==> src/design/dac_ctrl_pkg.sv <==
package dac_ctrl_pkg;

  // Two-bit command type in the top bits of each command word
  typedef enum logic [1:0] {
    OP_NOOP    = 2'b00, // Delay or trigger wait
    OP_DAC_WR  = 2'b01, // Four pair words follow
    OP_SET_CAL = 2'b10, // Signed per-channel offset
    OP_CANCEL  = 2'b11  // Ends a pending wait with no LDAC
  } opcode_e;

  typedef enum logic [2:0] {
    S_IDLE,
    S_DELAY,
    S_TRIG_WAIT,
    S_DAC_WR,
    S_HALT      // Sticky, only reset leaves
  } seq_state_e;

  // Command word layout
  localparam int CMD_W      = 32;
  localparam int DAC_W      = 16;
  localparam int DELAY_W    = 26; // Delay count in bits [25:0]
  localparam int OPC_MSB    = 31;
  localparam int TRIG_BIT   = 29;
  localparam int CONT_BIT   = 28;
  localparam int LDAC_BIT   = 27;
  localparam int CAL_CH_LSB = 16; // Channel field of a set-calibration word

  // Channels and pairs
  localparam int N_CH       = 8;
  localparam int N_PAIRS    = 4;
  localparam int CH_W       = 3;
  localparam int PAIR_IDX_W = $clog2(N_PAIRS);

  // SPI framing
  localparam int FRAME_W            = 24;
  localparam int PAIR_FRAME_W       = 2 * FRAME_W;
  localparam logic [3:0] SPI_WR_CMD = 4'b0001; // Register write, applied on LDAC
  localparam int BIT_W              = $clog2(FRAME_W);

  // 830 ns between chip-select edges at 50 MHz leaves 18 clocks high
  localparam int CS_GAP_CYCLES = 18;
  localparam int GAP_W         = $clog2(CS_GAP_CYCLES + 1);

  // Value ranges
  localparam int CAL_ABS_MAX             = 4096;
  localparam int OFFSET_ZERO             = 32767; // Offset code of zero volts
  localparam logic [15:0] DAC_FORBIDDEN  = 16'hFFFF;

endpackage

==> src/design/dac_ctrl_ifs.sv <==
`timescale 1ns/1ps

// Four-phase request from the sequencer to the pair loader
interface pair_req_if;
  logic                                 req;
  logic [dac_ctrl_pkg::CMD_W-1:0]       pair_word; // Odd channel high, even channel low
  logic [dac_ctrl_pkg::PAIR_IDX_W-1:0]  pair_idx;
  logic                                 val_oob;   // Comes back with ack when rejected
  logic                                 ack;

  modport seq    (output req, pair_word, pair_idx, input ack, val_oob);
  modport loader (input req, pair_word, pair_idx, output ack, val_oob);
endinterface

// Single-cycle calibration write into the table
interface cal_wr_if;
  logic                           wr;
  logic [dac_ctrl_pkg::CH_W-1:0]  ch;
  logic [dac_ctrl_pkg::DAC_W-1:0] value;
  logic                           oob; // Sticky, from the table

  modport seq (output wr, ch, value, input oob);
  modport tbl (input wr, ch, value, output oob);
endinterface

==> src/design/cmd_sequencer.sv <==
`timescale 1ns/1ps

module cmd_sequencer (
  input  logic                           clk,
  input  logic                           resetn,
  input  logic [dac_ctrl_pkg::CMD_W-1:0] cmd_word,
  input  logic                           cmd_buf_empty,
  input  logic                           trigger,
  input  logic                           ldac_shared,
  output logic                           cmd_rd_en,
  output logic                           waiting_for_trig,
  output logic                           ldac,
  output logic                           cmd_buf_underflow,
  output logic                           unexp_trig,
  output logic                           halt,
  pair_req_if.seq                        pair,
  cal_wr_if.seq                          cal
);

  dac_ctrl_pkg::seq_state_e              state;
  dac_ctrl_pkg::seq_state_e              next_state;
  dac_ctrl_pkg::opcode_e                 opc;
  logic                                  do_ldac;     // Pulse LDAC when the command ends
  logic                                  wait_trig;
  logic                                  expect_next; // Continue bit
  logic [dac_ctrl_pkg::DELAY_W-1:0]      delay_timer;
  logic [dac_ctrl_pkg::PAIR_IDX_W-1:0]   pair_cnt;
  logic                                  pairs_done;
  logic                                  cmd_done;
  logic                                  cancel_wait;
  logic                                  accept;
  logic                                  pair_due;
  logic                                  pair_pop;
  logic                                  err_trig;
  logic                                  err_underflow;
  logic                                  err;

  assign opc = dac_ctrl_pkg::opcode_e'(cmd_word[dac_ctrl_pkg::OPC_MSB -: 2]);

  // A wait finishes on timer expiry or on the trigger it waits for
  assign cmd_done = (state == dac_ctrl_pkg::S_DELAY && delay_timer == '0)
                 || (state == dac_ctrl_pkg::S_TRIG_WAIT && trigger);
  assign cancel_wait = (state == dac_ctrl_pkg::S_DELAY || state == dac_ctrl_pkg::S_TRIG_WAIT)
                    && !cmd_buf_empty && opc == dac_ctrl_pkg::OP_CANCEL;
  assign accept = (state == dac_ctrl_pkg::S_IDLE || cmd_done) && !cmd_buf_empty && !cancel_wait;

  // Next pair word is due once the previous handshake has fully closed
  assign pair_due = state == dac_ctrl_pkg::S_DAC_WR && !pair.req && !pair.ack && !pairs_done;
  assign pair_pop = pair_due && !cmd_buf_empty;

  assign err_trig = (trigger && state != dac_ctrl_pkg::S_TRIG_WAIT)
                 || (ldac_shared && state == dac_ctrl_pkg::S_DAC_WR); // Shared LDAC mid-write
  assign err_underflow = cmd_buf_empty && (pair_due || (cmd_done && expect_next));
  assign err = !halt && (err_trig || err_underflow || cal.oob || pair.val_oob);

  assign cmd_rd_en = !halt && !err && (accept || cancel_wait || pair_pop);
  assign halt = state == dac_ctrl_pkg::S_HALT;
  assign waiting_for_trig = state == dac_ctrl_pkg::S_TRIG_WAIT;

  // Calibration words go straight to the table
  assign cal.wr = accept && !err && opc == dac_ctrl_pkg::OP_SET_CAL;
  assign cal.ch = cmd_word[dac_ctrl_pkg::CAL_CH_LSB +: dac_ctrl_pkg::CH_W];
  assign cal.value = cmd_word[dac_ctrl_pkg::DAC_W-1:0];

  always_comb begin
    case (opc)
      dac_ctrl_pkg::OP_NOOP:
        next_state = cmd_word[dac_ctrl_pkg::TRIG_BIT] ? dac_ctrl_pkg::S_TRIG_WAIT
                                                      : dac_ctrl_pkg::S_DELAY;
      dac_ctrl_pkg::OP_DAC_WR: next_state = dac_ctrl_pkg::S_DAC_WR;
      default:                 next_state = dac_ctrl_pkg::S_IDLE; // Done in one cycle
    endcase
  end

  always_ff @(posedge clk) begin
    if (!resetn) begin
      state <= dac_ctrl_pkg::S_IDLE;
    end else if (err) begin
      state <= dac_ctrl_pkg::S_HALT;
    end else if (cancel_wait) begin
      state <= dac_ctrl_pkg::S_IDLE;
    end else if (accept) begin
      state <= next_state;
    end else if (cmd_done) begin
      state <= dac_ctrl_pkg::S_IDLE; // Buffer empty, no continue expected
    end else if (state == dac_ctrl_pkg::S_DAC_WR && pairs_done && !pair.ack) begin
      state <= wait_trig ? dac_ctrl_pkg::S_TRIG_WAIT : dac_ctrl_pkg::S_DELAY;
    end
  end

  // Flag bits only mean something for no-op and DAC write
  always_ff @(posedge clk) begin
    if (!resetn) begin
      do_ldac     <= 1'b0;
      wait_trig   <= 1'b0;
      expect_next <= 1'b0;
    end else if (accept) begin
      if (opc == dac_ctrl_pkg::OP_NOOP || opc == dac_ctrl_pkg::OP_DAC_WR) begin
        do_ldac     <= cmd_word[dac_ctrl_pkg::LDAC_BIT];
        wait_trig   <= cmd_word[dac_ctrl_pkg::TRIG_BIT];
        expect_next <= cmd_word[dac_ctrl_pkg::CONT_BIT];
      end else begin
        do_ldac     <= 1'b0;
        wait_trig   <= 1'b0;
        expect_next <= 1'b0;
      end
    end
  end

  // Delay runs from acceptance, so a DAC write overlaps its own delay
  always_ff @(posedge clk) begin
    if (!resetn) begin
      delay_timer <= '0;
    end else if (accept && !cmd_word[dac_ctrl_pkg::TRIG_BIT]
                 && (opc == dac_ctrl_pkg::OP_NOOP || opc == dac_ctrl_pkg::OP_DAC_WR)) begin
      delay_timer <= cmd_word[dac_ctrl_pkg::DELAY_W-1:0];
    end else if (delay_timer != '0) begin
      delay_timer <= delay_timer - 1'b1;
    end
  end

  always_ff @(posedge clk) begin
    if (!resetn || halt) begin
      pair.req   <= 1'b0;
      pair_cnt   <= '0;
      pairs_done <= 1'b0;
    end else if (accept && opc == dac_ctrl_pkg::OP_DAC_WR) begin
      pair_cnt   <= '0;
      pairs_done <= 1'b0;
    end else if (pair_pop && !err) begin
      pair.req <= 1'b1;
    end else if (pair.req && pair.ack) begin
      pair.req   <= 1'b0;
      pair_cnt   <= pair_cnt + 1'b1;
      pairs_done <= &pair_cnt; // Last of the four pairs
    end
  end

  always_ff @(posedge clk) begin
    if (pair_pop) pair.pair_word <= cmd_word; // Held while req is up
  end
  assign pair.pair_idx = pair_cnt;

  always_ff @(posedge clk) begin
    if (!resetn) begin
      ldac              <= 1'b0;
      unexp_trig        <= 1'b0;
      cmd_buf_underflow <= 1'b0;
    end else begin
      ldac <= cmd_done && do_ldac && !cancel_wait && !err;
      if (!halt && err_trig) unexp_trig <= 1'b1;
      if (!halt && err_underflow) cmd_buf_underflow <= 1'b1;
    end
  end

  // Two commands ending back to back still give separate pulses
  a_ldac_single: assert property (@(posedge clk) disable iff (!resetn) ldac |=> !ldac);
  a_no_pop_empty: assert property (@(posedge clk) disable iff (!resetn)
    cmd_buf_empty |-> !cmd_rd_en);

endmodule

==> src/design/cal_table.sv <==
`timescale 1ns/1ps

module cal_table (
  input  logic                                clk,
  input  logic                                resetn,
  input  logic [dac_ctrl_pkg::PAIR_IDX_W-1:0] pair_idx,
  cal_wr_if.tbl                               cal,
  output logic signed [dac_ctrl_pkg::DAC_W-1:0] cal_even,
  output logic signed [dac_ctrl_pkg::DAC_W-1:0] cal_odd,
  output logic                                cal_oob
);

  logic signed [dac_ctrl_pkg::DAC_W-1:0] cal_val [dac_ctrl_pkg::N_CH];
  logic                                  in_bounds;

  // Offsets beyond +/- CAL_ABS_MAX are rejected and flagged
  assign in_bounds = $signed(cal.value) <= dac_ctrl_pkg::CAL_ABS_MAX
                  && $signed(cal.value) >= -dac_ctrl_pkg::CAL_ABS_MAX;

  always_ff @(posedge clk) begin
    if (!resetn) begin
      for (int i = 0; i < dac_ctrl_pkg::N_CH; i++) begin
        cal_val[i] <= '0; // No offset after reset
      end
      cal_oob <= 1'b0;
    end else if (cal.wr) begin
      if (in_bounds) cal_val[cal.ch] <= cal.value;
      else cal_oob <= 1'b1; // Table keeps its old value
    end
  end

  assign cal.oob = cal_oob;

  // Channels 2i and 2i+1 of the addressed pair
  assign cal_even = cal_val[{pair_idx, 1'b0}];
  assign cal_odd  = cal_val[{pair_idx, 1'b1}];

endmodule

==> src/design/dac_pair_loader.sv <==
`timescale 1ns/1ps

module dac_pair_loader (
  input  logic                                  clk,
  input  logic                                  resetn,
  input  logic signed [dac_ctrl_pkg::DAC_W-1:0] cal_even,
  input  logic signed [dac_ctrl_pkg::DAC_W-1:0] cal_odd,
  input  logic                                  frame_ack,
  pair_req_if.loader                            pair,
  output logic [dac_ctrl_pkg::PAIR_IDX_W-1:0]   pair_idx,
  output logic                                  frame_req,
  output logic [dac_ctrl_pkg::PAIR_FRAME_W-1:0] frames,
  output logic                                  dac_val_oob
);

  typedef enum logic [2:0] {L_IDLE, L_ADD, L_SEND, L_DRAIN, L_DONE} load_state_e;

  load_state_e                           lstate;
  logic signed [dac_ctrl_pkg::DAC_W-1:0] conv_even;
  logic signed [dac_ctrl_pkg::DAC_W-1:0] conv_odd;
  logic signed [dac_ctrl_pkg::DAC_W:0]   sum_even; // One guard bit for the range check
  logic signed [dac_ctrl_pkg::DAC_W:0]   sum_odd;
  logic                                  forbidden;
  logic                                  range_bad;

  // Register write for one channel, back in offset form
  function automatic logic [dac_ctrl_pkg::FRAME_W-1:0] wr_frame(
    input logic [dac_ctrl_pkg::CH_W-1:0]   ch,
    input logic signed [dac_ctrl_pkg::DAC_W:0] val
  );
    return {dac_ctrl_pkg::SPI_WR_CMD, 1'b0, ch,
            dac_ctrl_pkg::DAC_W'(val) + dac_ctrl_pkg::DAC_W'(dac_ctrl_pkg::OFFSET_ZERO)};
  endfunction

  assign pair_idx = pair.pair_idx; // Cal table lookup follows the request
  assign forbidden = pair.pair_word[dac_ctrl_pkg::DAC_W-1:0] == dac_ctrl_pkg::DAC_FORBIDDEN
                  || pair.pair_word[dac_ctrl_pkg::CMD_W-1:dac_ctrl_pkg::DAC_W]
                     == dac_ctrl_pkg::DAC_FORBIDDEN;
  assign sum_even = conv_even + cal_even;
  assign sum_odd  = conv_odd + cal_odd;
  assign range_bad = sum_even > dac_ctrl_pkg::OFFSET_ZERO || sum_even < -dac_ctrl_pkg::OFFSET_ZERO
                  || sum_odd > dac_ctrl_pkg::OFFSET_ZERO || sum_odd < -dac_ctrl_pkg::OFFSET_ZERO;
  assign pair.val_oob = dac_val_oob;

  always_ff @(posedge clk) begin
    if (!resetn) begin
      lstate      <= L_IDLE;
      frame_req   <= 1'b0;
      pair.ack    <= 1'b0;
      dac_val_oob <= 1'b0;
    end else begin
      case (lstate)
        L_IDLE: if (pair.req) begin
          if (forbidden) begin
            dac_val_oob <= 1'b1; // Reject at once, no SPI traffic
            pair.ack    <= 1'b1;
            lstate      <= L_DONE;
          end else begin
            lstate <= L_ADD;
          end
        end
        L_ADD: if (range_bad) begin
          dac_val_oob <= 1'b1;
          pair.ack    <= 1'b1;
          lstate      <= L_DONE;
        end else begin
          frame_req <= 1'b1; // Frames are loaded on this same edge
          lstate    <= L_SEND;
        end
        L_SEND: if (frame_ack) begin
          frame_req <= 1'b0;
          lstate    <= L_DRAIN;
        end
        L_DRAIN: if (!frame_ack) begin
          pair.ack <= 1'b1; // Both frames are out
          lstate   <= L_DONE;
        end
        L_DONE: if (!pair.req) begin
          pair.ack <= 1'b0;
          lstate   <= L_IDLE;
        end
        default: lstate <= L_IDLE;
      endcase
    end
  end

  // Offset to signed is a plain 16-bit subtract, 0 maps to -32767
  always_ff @(posedge clk) begin
    if (lstate == L_IDLE) begin
      conv_even <= pair.pair_word[dac_ctrl_pkg::DAC_W-1:0]
                 - dac_ctrl_pkg::DAC_W'(dac_ctrl_pkg::OFFSET_ZERO);
      conv_odd  <= pair.pair_word[dac_ctrl_pkg::CMD_W-1:dac_ctrl_pkg::DAC_W]
                 - dac_ctrl_pkg::DAC_W'(dac_ctrl_pkg::OFFSET_ZERO);
    end
    if (lstate == L_ADD) begin
      frames <= {wr_frame({pair.pair_idx, 1'b0}, sum_even),  // Even channel goes first
                 wr_frame({pair.pair_idx, 1'b1}, sum_odd)};
    end
  end

  a_no_send_oob: assert property (@(posedge clk) disable iff (!resetn)
    frame_req |-> !dac_val_oob);

endmodule

==> src/design/spi_frame_tx.sv <==
`timescale 1ns/1ps

module spi_frame_tx (
  input  logic                                  clk,
  input  logic                                  resetn,
  input  logic                                  halt,
  input  logic                                  frame_req,
  input  logic [dac_ctrl_pkg::PAIR_FRAME_W-1:0] frames,
  output logic                                  frame_ack,
  output logic                                  n_cs,
  output logic                                  mosi
);

  logic [dac_ctrl_pkg::PAIR_FRAME_W-1:0] shift_q;
  logic [dac_ctrl_pkg::GAP_W-1:0]        gap_cnt; // Chip select high time left
  logic [dac_ctrl_pkg::BIT_W-1:0]        bit_cnt; // Bits left in the frame
  logic                                  second;  // Sending the odd channel
  logic                                  start;

  assign start = frame_req && !frame_ack && n_cs && gap_cnt == '0;
  assign mosi = shift_q[dac_ctrl_pkg::PAIR_FRAME_W-1]; // MSB first

  always_ff @(posedge clk) begin
    if (!resetn || halt) begin
      n_cs      <= 1'b1;
      frame_ack <= 1'b0;
      gap_cnt   <= '0;
      bit_cnt   <= '0;
      second    <= 1'b0;
    end else if (start) begin
      gap_cnt <= dac_ctrl_pkg::GAP_W'(dac_ctrl_pkg::CS_GAP_CYCLES);
      second  <= 1'b0;
    end else if (gap_cnt != '0) begin
      gap_cnt <= gap_cnt - 1'b1;
      if (gap_cnt == dac_ctrl_pkg::GAP_W'(1)) begin
        n_cs    <= 1'b0; // Gap over, frame starts
        bit_cnt <= dac_ctrl_pkg::BIT_W'(dac_ctrl_pkg::FRAME_W - 1);
      end
    end else if (!n_cs) begin
      if (bit_cnt != '0) begin
        bit_cnt <= bit_cnt - 1'b1;
      end else begin
        n_cs   <= 1'b1; // Each frame under its own chip select
        second <= 1'b1;
        if (second) frame_ack <= 1'b1;
        else gap_cnt <= dac_ctrl_pkg::GAP_W'(dac_ctrl_pkg::CS_GAP_CYCLES);
      end
    end else if (!frame_req) begin
      frame_ack <= 1'b0;
    end
  end

  // One shift per clock while selected, 24 per frame
  always_ff @(posedge clk) begin
    if (start) shift_q <= frames;
    else if (!n_cs) shift_q <= {shift_q[dac_ctrl_pkg::PAIR_FRAME_W-2:0], 1'b0};
  end

endmodule

==> src/design/dac_ctrl_top.sv <==
`timescale 1ns/1ps

module dac_ctrl_top (
  input  logic                           clk,
  input  logic                           resetn,
  input  logic [dac_ctrl_pkg::CMD_W-1:0] cmd_word,
  input  logic                           cmd_buf_empty,
  output logic                           cmd_rd_en,
  input  logic                           trigger,
  input  logic                           ldac_shared,
  output logic                           waiting_for_trig,
  output logic                           cmd_buf_underflow,
  output logic                           unexp_trig,
  output logic                           cal_oob,
  output logic                           dac_val_oob,
  output logic                           n_cs,
  output logic                           mosi,
  output logic                           ldac
);

  logic                                  halt;
  logic [dac_ctrl_pkg::PAIR_IDX_W-1:0]   pair_idx;
  logic signed [dac_ctrl_pkg::DAC_W-1:0] cal_even;
  logic signed [dac_ctrl_pkg::DAC_W-1:0] cal_odd;
  logic                                  frame_req;
  logic                                  frame_ack;
  logic [dac_ctrl_pkg::PAIR_FRAME_W-1:0] frames;

  pair_req_if pair_bus ();
  cal_wr_if   cal_bus ();

  cmd_sequencer u_seq (
    .clk, .resetn, .cmd_word, .cmd_buf_empty, .trigger, .ldac_shared,
    .cmd_rd_en, .waiting_for_trig, .ldac, .cmd_buf_underflow, .unexp_trig, .halt,
    .pair (pair_bus.seq),
    .cal  (cal_bus.seq)
  );

  cal_table u_cal (
    .clk, .resetn, .pair_idx,
    .cal (cal_bus.tbl),
    .cal_even, .cal_odd, .cal_oob
  );

  dac_pair_loader u_loader (
    .clk, .resetn, .cal_even, .cal_odd, .frame_ack,
    .pair (pair_bus.loader),
    .pair_idx, .frame_req, .frames, .dac_val_oob
  );

  // Halt drops chip select mid-frame
  spi_frame_tx u_spi (
    .clk, .resetn, .halt, .frame_req, .frames,
    .frame_ack, .n_cs, .mosi
  );

endmodule

==> config.mk <==
export PLATFORM = sky130hd
export DESIGN_NAME = dac_ctrl_top
export DESIGN_NICKNAME = d
export VERILOG_FILES = /design/src/design/dac_ctrl_pkg.sv /design/src/design/dac_ctrl_ifs.sv /design/src/design/cmd_sequencer.sv /design/src/design/cal_table.sv /design/src/design/dac_pair_loader.sv /design/src/design/spi_frame_tx.sv /design/src/design/dac_ctrl_top.sv
export SDC_FILE = /design/constraint.sdc
export NUM_CORES = 1
export LEC_CHECK = 0
export BUFFER_PORTS_ARGS = -buffer_cell sky130_fd_sc_hd__buf_2
export CAP_MARGIN = 20
export CELL_PAD_IN_SITES_DETAIL_PLACEMENT = 1
export CELL_PAD_IN_SITES_GLOBAL_PLACEMENT = 2
export CORE_ASPECT_RATIO = 0.8
export CORE_UTILIZATION = 25
export DETAILED_ROUTE_END_ITERATION = 10
export PLACE_DENSITY = 0.51
export SYNTH_ARGS = -nofsm -noshare
export SYNTH_HDL_FRONTEND = slang
export SYNTH_SLANG_ARGS = --single-unit
==> constraint.sdc <==
create_clock -name clk -period 6.8 [get_ports clk]
set_input_delay 0.34 -clock clk [delete_from_list [all_inputs] [get_ports clk]]
set_output_delay 0.34 -clock clk [all_outputs]
set_load 0.02 [all_outputs]
* Yosys cells after proc, flatten, opt, wreduce, memory -nomap -nowiden *
Memories as Yosys holds them, arrays and structs flattened. A register that Yosys moved wholly into a read port is not among the register bits.
Index checks and enable logic that the tools add are counted.

word-level totals
  word-level logic and storage cells = 245
  output and inout port bits = 9
  register bits after elaboration = 207
  bits of input ports = 37
  memories = 1
  bits in writable memories = 128

operators by class
  order comparisons = 6
  bitwise logic cells = 8
  eq/ne operators = 32
  muxes and demuxes = 63
  $add $sub $neg = 10
  reduce and logical (&&, ||, !) cells = 96

memories
  memory         words  width  rd ports  clocked after Yosys merged registers in  write ports  line             RTL
  u_cal.cal_val  8      16     2         2                                        8            cal_table.sv:13  logic signed [dac_ctrl_pkg::DAC_W-1:0] cal_val [dac_ctrl_pkg::N_CH];

operators with widths
  cell                                                                                    number
  26-bit 2-to-1 mux                                                                       2
  3-bit 2-to-1 mux                                                                        16
  48-bit 2-to-1 mux                                                                       1
  5-bit 2-to-1 mux                                                                        9
  43-bit 2-to-1 mux                                                                       1
  1-bit logical AND                                                                       35
  16-bit by 16-bit adder with 17-bit output                                               2
  17-bit by 16-bit > comparator with 1-bit output (second input constant)                 2
  17-bit by 16-bit < comparator with 1-bit output (second input constant)                 2
  16-bit adder (second input constant)                                                    2
  16-bit == test (second input constant)                                                  2
  16-bit by 15-bit subtractor with 16-bit output (second input constant)                  2
  26-bit zero test                                                                        1
  1-bit 2-to-1 mux                                                                        26
  26-bit nonzero test                                                                     1
  26-bit by 1-bit subtractor with 26-bit output (second input constant)                   1
  2-bit != test (second input constant)                                                   9
  16-bit by 13-bit greater-or-equal comparator with 1-bit output (second input constant)  1
  16-bit by 14-bit less-or-equal comparator with 1-bit output (second input constant)     1
  1-bit logical OR                                                                        16
  16-bit 2-to-1 mux                                                                       1
  16-bit OR reduction                                                                     1
  3-bit case mux with 5 select lines                                                      1
  5-bit nonzero test                                                                      3
  31 further kinds                                                                        77

* Logic depth before layout (Yosys ltp) *
  depth after elaboration = 18
  gate-level depth with buffers = 14
  gate-level depth less buffers = 11

* Hierarchy *
Synthesis repeated with hierarchy kept, for this count alone.

unflattened totals
  cells, all modules = 1,413
  area, all modules = 17,236.5 µm²

by module, submodules not included
  module           times used  area an instance (µm²)  cells an instance  seq. area each (µm²)
  cal_table        1           5,809.3                 360                3,863.7
  dac_pair_loader  1           5,323.9                 528                2,102.0
  cmd_sequencer    1           3,400.8                 346                1,741.7
  spi_frame_tx     1           2,702.6                 179                1,701.6

* Least setup slack after synthesis *
No wires, ideal clock.

  path type = register to register
  start = register with a tool-made name
  end = register u_loader.lstate[1]
  library setup time = 0.116 ns
  data arrival time = 4.754 ns
  period minus slack after synthesis = 4.871 ns
  path slack = 1.929 ns
  data required time = 6.684 ns
  buffers on the path = 2
  cell stages (with the launch flop) = 14
  cells stage by stage = dfxtp_1 clkbuf_1 buf_1 mux4_2 ha_1 fa_1 a21o_1 a221oi_2 xnor2_1 a2111o_1 or3b_1 or4_1 a22o_1 a41o_1

RTL lines
  element                 line                   RTL
  end signal: assignment  dac_pair_loader.sv:47  lstate <= L_IDLE;
  end signal: assignment  dac_pair_loader.sv:57  lstate <= L_DONE;
  end signal: assignment  dac_pair_loader.sv:59  lstate <= L_ADD;
  end: declaration        dac_pair_loader.sv:18  load_state_e lstate;

==> out/results.tsv <==
stage	metric	value	unit
floorplan	Die Ht	235	um
floorplan	Die W	293	um
clock_network	Clock Latency Late Sink	570	ps
timing	Fin. Hold Viols	0	
route	post-route ant nets	0	
placement	post-detail-place hpwl	33700	um
final_layout	antenna cells	0	
clock_network	CTS tree	done	
final_layout	share of layout cells above drive strength 1	0.126	
timing	Fin Clk Skew	17.6	ps
clock_network	CTS buffer count	41	
clock_network	clk buf depth	3	
route	drt wl/cell	19.6	um
placement	input/output buffers	45	
final_layout	Fill cells	7224	
timing	Slew @ Worst Pin	1040	ps
yosys	Post-synth ARST share	0	
grt	gr usage total	0.139	
yosys	syn_nets	1516	
placement	routability cong.	0.751	
timing	period utilisation layout	0.748	
yosys	Syn Area/Cell	11.8	um2
clock_network	CTS resizes	0	
clock_network	post-CTS setup buffers	0	
grt	GR Overflow Total	0	
setup_path	crit path kind	reg -> reg	
timing	slew margin rel.	0.308	
yosys	Post-synth EDFFs	274	
timing	Final setup viols	0	
setup_path	Crit. End Element	flip-flop	
setup_path	maximum fanout along the worst path	17	
outcome	status	complete, no violations	
timing	RSZ-0062 raised after global routing	no	
timing	Max Freq	197	MHz
power_and_ir_drop	Pwr per Cell Area	286	nW/um2
placement	placed instance count	2343	
grt	vias in the first global route	11500	
yosys	Yosys warning total	0	
grt	largest net degree at the start of global routing	49	
setup_path	WP data arrival	5540	ps
yosys	Synth Flop Type	edfxtp_1	
setup_path	Worst Path Required	7260	ps
clock_network	Clock transition at path regs	60	ps
route	WL met3	1450	um
route	Starting DRT DRC Count	554	
route	met2 WL	19200	um
route	Initial DRT Pass Iterations	5	
timing	Final Max Tran Viols	0	
route	Met1 Wirelength	25700	um
floorplan	initial core utilization	0.255	
timing	setup TNS	0	ps
yosys	Yosys reg bits	335	
yosys	mapped cell area	16900	um2
worst_hold_path	Worst Hold Class	in -> reg	
route	Vias	11200	
clock_network	Sink Count	335	
route	final wirelength	47700	um
final_layout	Reg area	9450	um2
clock_network	H-tree depth	2	
route	Top Layer Used	met4	
grt	first-pass GRT wire length	73100	um
final_layout	Area Overhead vs Synth	16.5	%
floorplan	die area	68700	um2
timing	fin crit period	5080	ps
setup_path	startpoint types	flip-flop	
yosys	cell count after synthesis	1433	
yosys	Netlist cell types	82	
final_layout	multi-input combinational cell area	7110	um2
floorplan	FP Rows	84	
power_and_ir_drop	Static Leakage	7.25	nW
final_layout	fin nets	1577	
power_and_ir_drop	Max IR drop VDD	169	uV
final_layout	Layout Cells excl Fill	2430	
grt	initial antenna violation count	0	
clock_network	CTS Root Cell	clkbuf_16	
yosys	Seq/Total Area, Yosys	0.559	
floorplan	IO Count	46	
route	drt drc	0	
flow_run	max-cap viol count	0	
floorplan	CORE AREA	66300	um2
route	routed vias/inst	4.62	
## cell type report
cell class	instances	area share
sequential	335	0.480
multi-input combinational	1006	0.361
tap	903	0.0574
clock buffer	49	0.0547
timing repair buffer	75	0.0246
clock inverter	27	0.0157
inverter	35	0.00667
## where the power goes
group          switching [mW]  internal (mW)
clock network           0.919           1.36
logic                   0.532          0.367
registers               0.104           2.34
total                    1.55           4.08
## placed cells by master, fill, tap and decap left out, types with 11 or more instances in the layout
cell type	n
xor2_1	43
or3_1	12
a21oi_1	37
nor2_1	49
nand4_1	14
nor2b_1	23
a21boi_0	15
ha_1	44
buf_4	18
inv_1	35
buf_2	46
nor3_1	35
o21ai_0	25
nor4_1	13
nand2_1	181
dfxtp_1	60
edfxtp_1	274
xnor2_1	56
nand3_1	52
and3_1	18
nand2b_1	23
mux4_2	32
a211oi_1	11
and2_1	139
a21o_1	13
clkbuf_16	42
## stage by stage
stage                     worst slack (ps)  power [mW]  instance area [um2]  utilization  hold WS [ps]
final                                 1720        5.63                19700        0.297          40.4
after CTS                             1670        5.73                19700        0.297        0.0422
after global routing                  1450        5.91                19700        0.297          13.7
after detailed placement              1690        3.39                18200        0.274           480
after global placement                1780        3.38                18200        0.274           472
after floorplan                       1930        3.12                16900            -           434
## what timing repair did
action,4_1_cts,5_1_grt
hold buffers,10,0
endpoints found under the setup margin,0,0
hold endpoints to repair,10,0
## sequential cells by signal, summed over array words and instances, names as in the netlist, 2 cells and up, named ones only
| signal | cells |
|---|---|
| u_loader.conv_even | 16 |
| u_loader.frames | 34 |
| u_spi.shift_q | 48 |
| u_seq.state | 3 |
| u_loader.lstate | 3 |
| u_seq.pair.pair_word | 32 |
| u_spi.bit_cnt | 5 |
| u_seq.pair.pair_idx | 2 |
| u_seq.delay_timer | 26 |
| u_cal.cal_val | 128 |
| u_loader.conv_odd | 16 |
| u_spi.gap_cnt | 5 |
## critical path, cell delays in order (launching register included)
cell and delay [ps]:
dfxtp_1 870, buf_4 430, mux4_2 370, ha_1 230, fa_1 430, a21o_1 220
a21oi_1 200, xnor2_1 180, or4_1 600, or4_1 520, o41ai_1 400, o22ai_1 240
a41o_1 280
## cells by family after synthesis
group	synth area share
XOR/XNOR	0.0513
flip-flops	0.559
AO/OA/AOI/OAI	0.0869
adder cells (fa/ha/maj)	0.0349
multiplexers	0.0470
buffers and inverters	0.0220
AND/OR/NAND/NOR	0.199
## final timing paths
path	cells after the start	end	slack [ps]	from
hold / removal	1	u_seq.pair.pair_word[24]	40	cmd_word[24]
hold reg to reg	1	u_seq.cmd_buf_underflow	490	u_seq.cmd_buf_underflow
setup reg to reg	12	u_loader.lstate[1]	1720	flip-flop
setup / recovery	12	u_loader.lstate[1]	1720	flip-flop
## routing by layer
layer  up-vias  track usage
met2       137        0.195
met4         0       0.0443
met3        66       0.0206
met5         -            0
li1       5410            -
met1      5603        0.215
## cell usage after synthesis (5+ instances only)
library cell | instances | area, um2
edfxtp_1 | 274 | 8230
nand2_1 | 182 | 683
and2_1 | 139 | 870
dfxtp_1 | 61 | 1220
xnor2_1 | 56 | 490
nand3_1 | 52 | 260
nor2_1 | 49 | 184
clkbuf_1 | 45 | 169
ha_1 | 44 | 551
xor2_1 | 43 | 377
nor3_1 | 38 | 190
a21oi_1 | 37 | 185
inv_1 | 35 | 131
mux4_2 | 32 | 721
o21ai_0 | 27 | 135
nor2b_1 | 24 | 150
nand2b_1 | 23 | 144
and3_1 | 18 | 113
a21boi_0 | 15 | 113
nand4_1 | 14 | 87.6
a21o_1 | 13 | 97.6
nor4_1 | 13 | 81.3
or3_1 | 12 | 75.1
a211oi_1 | 11 | 82.6
o21a_1 | 10 | 75.1
a31oi_1 | 9 | 56.3
o211a_1 | 9 | 90.1
or4_1 | 9 | 67.6
a221oi_1 | 7 | 61.3
a211o_1 | 6 | 52.6
buf_1 | 6 | 22.5
nand3b_1 | 6 | 45.0
o211ai_1 | 6 | 45.0
o31ai_1 | 6 | 45.0
or2_2 | 6 | 37.5
and4_1 | 5 | 43.8
nor3b_1 | 5 | 37.5
No activity file was read; power rests on OpenSTA's default activity.
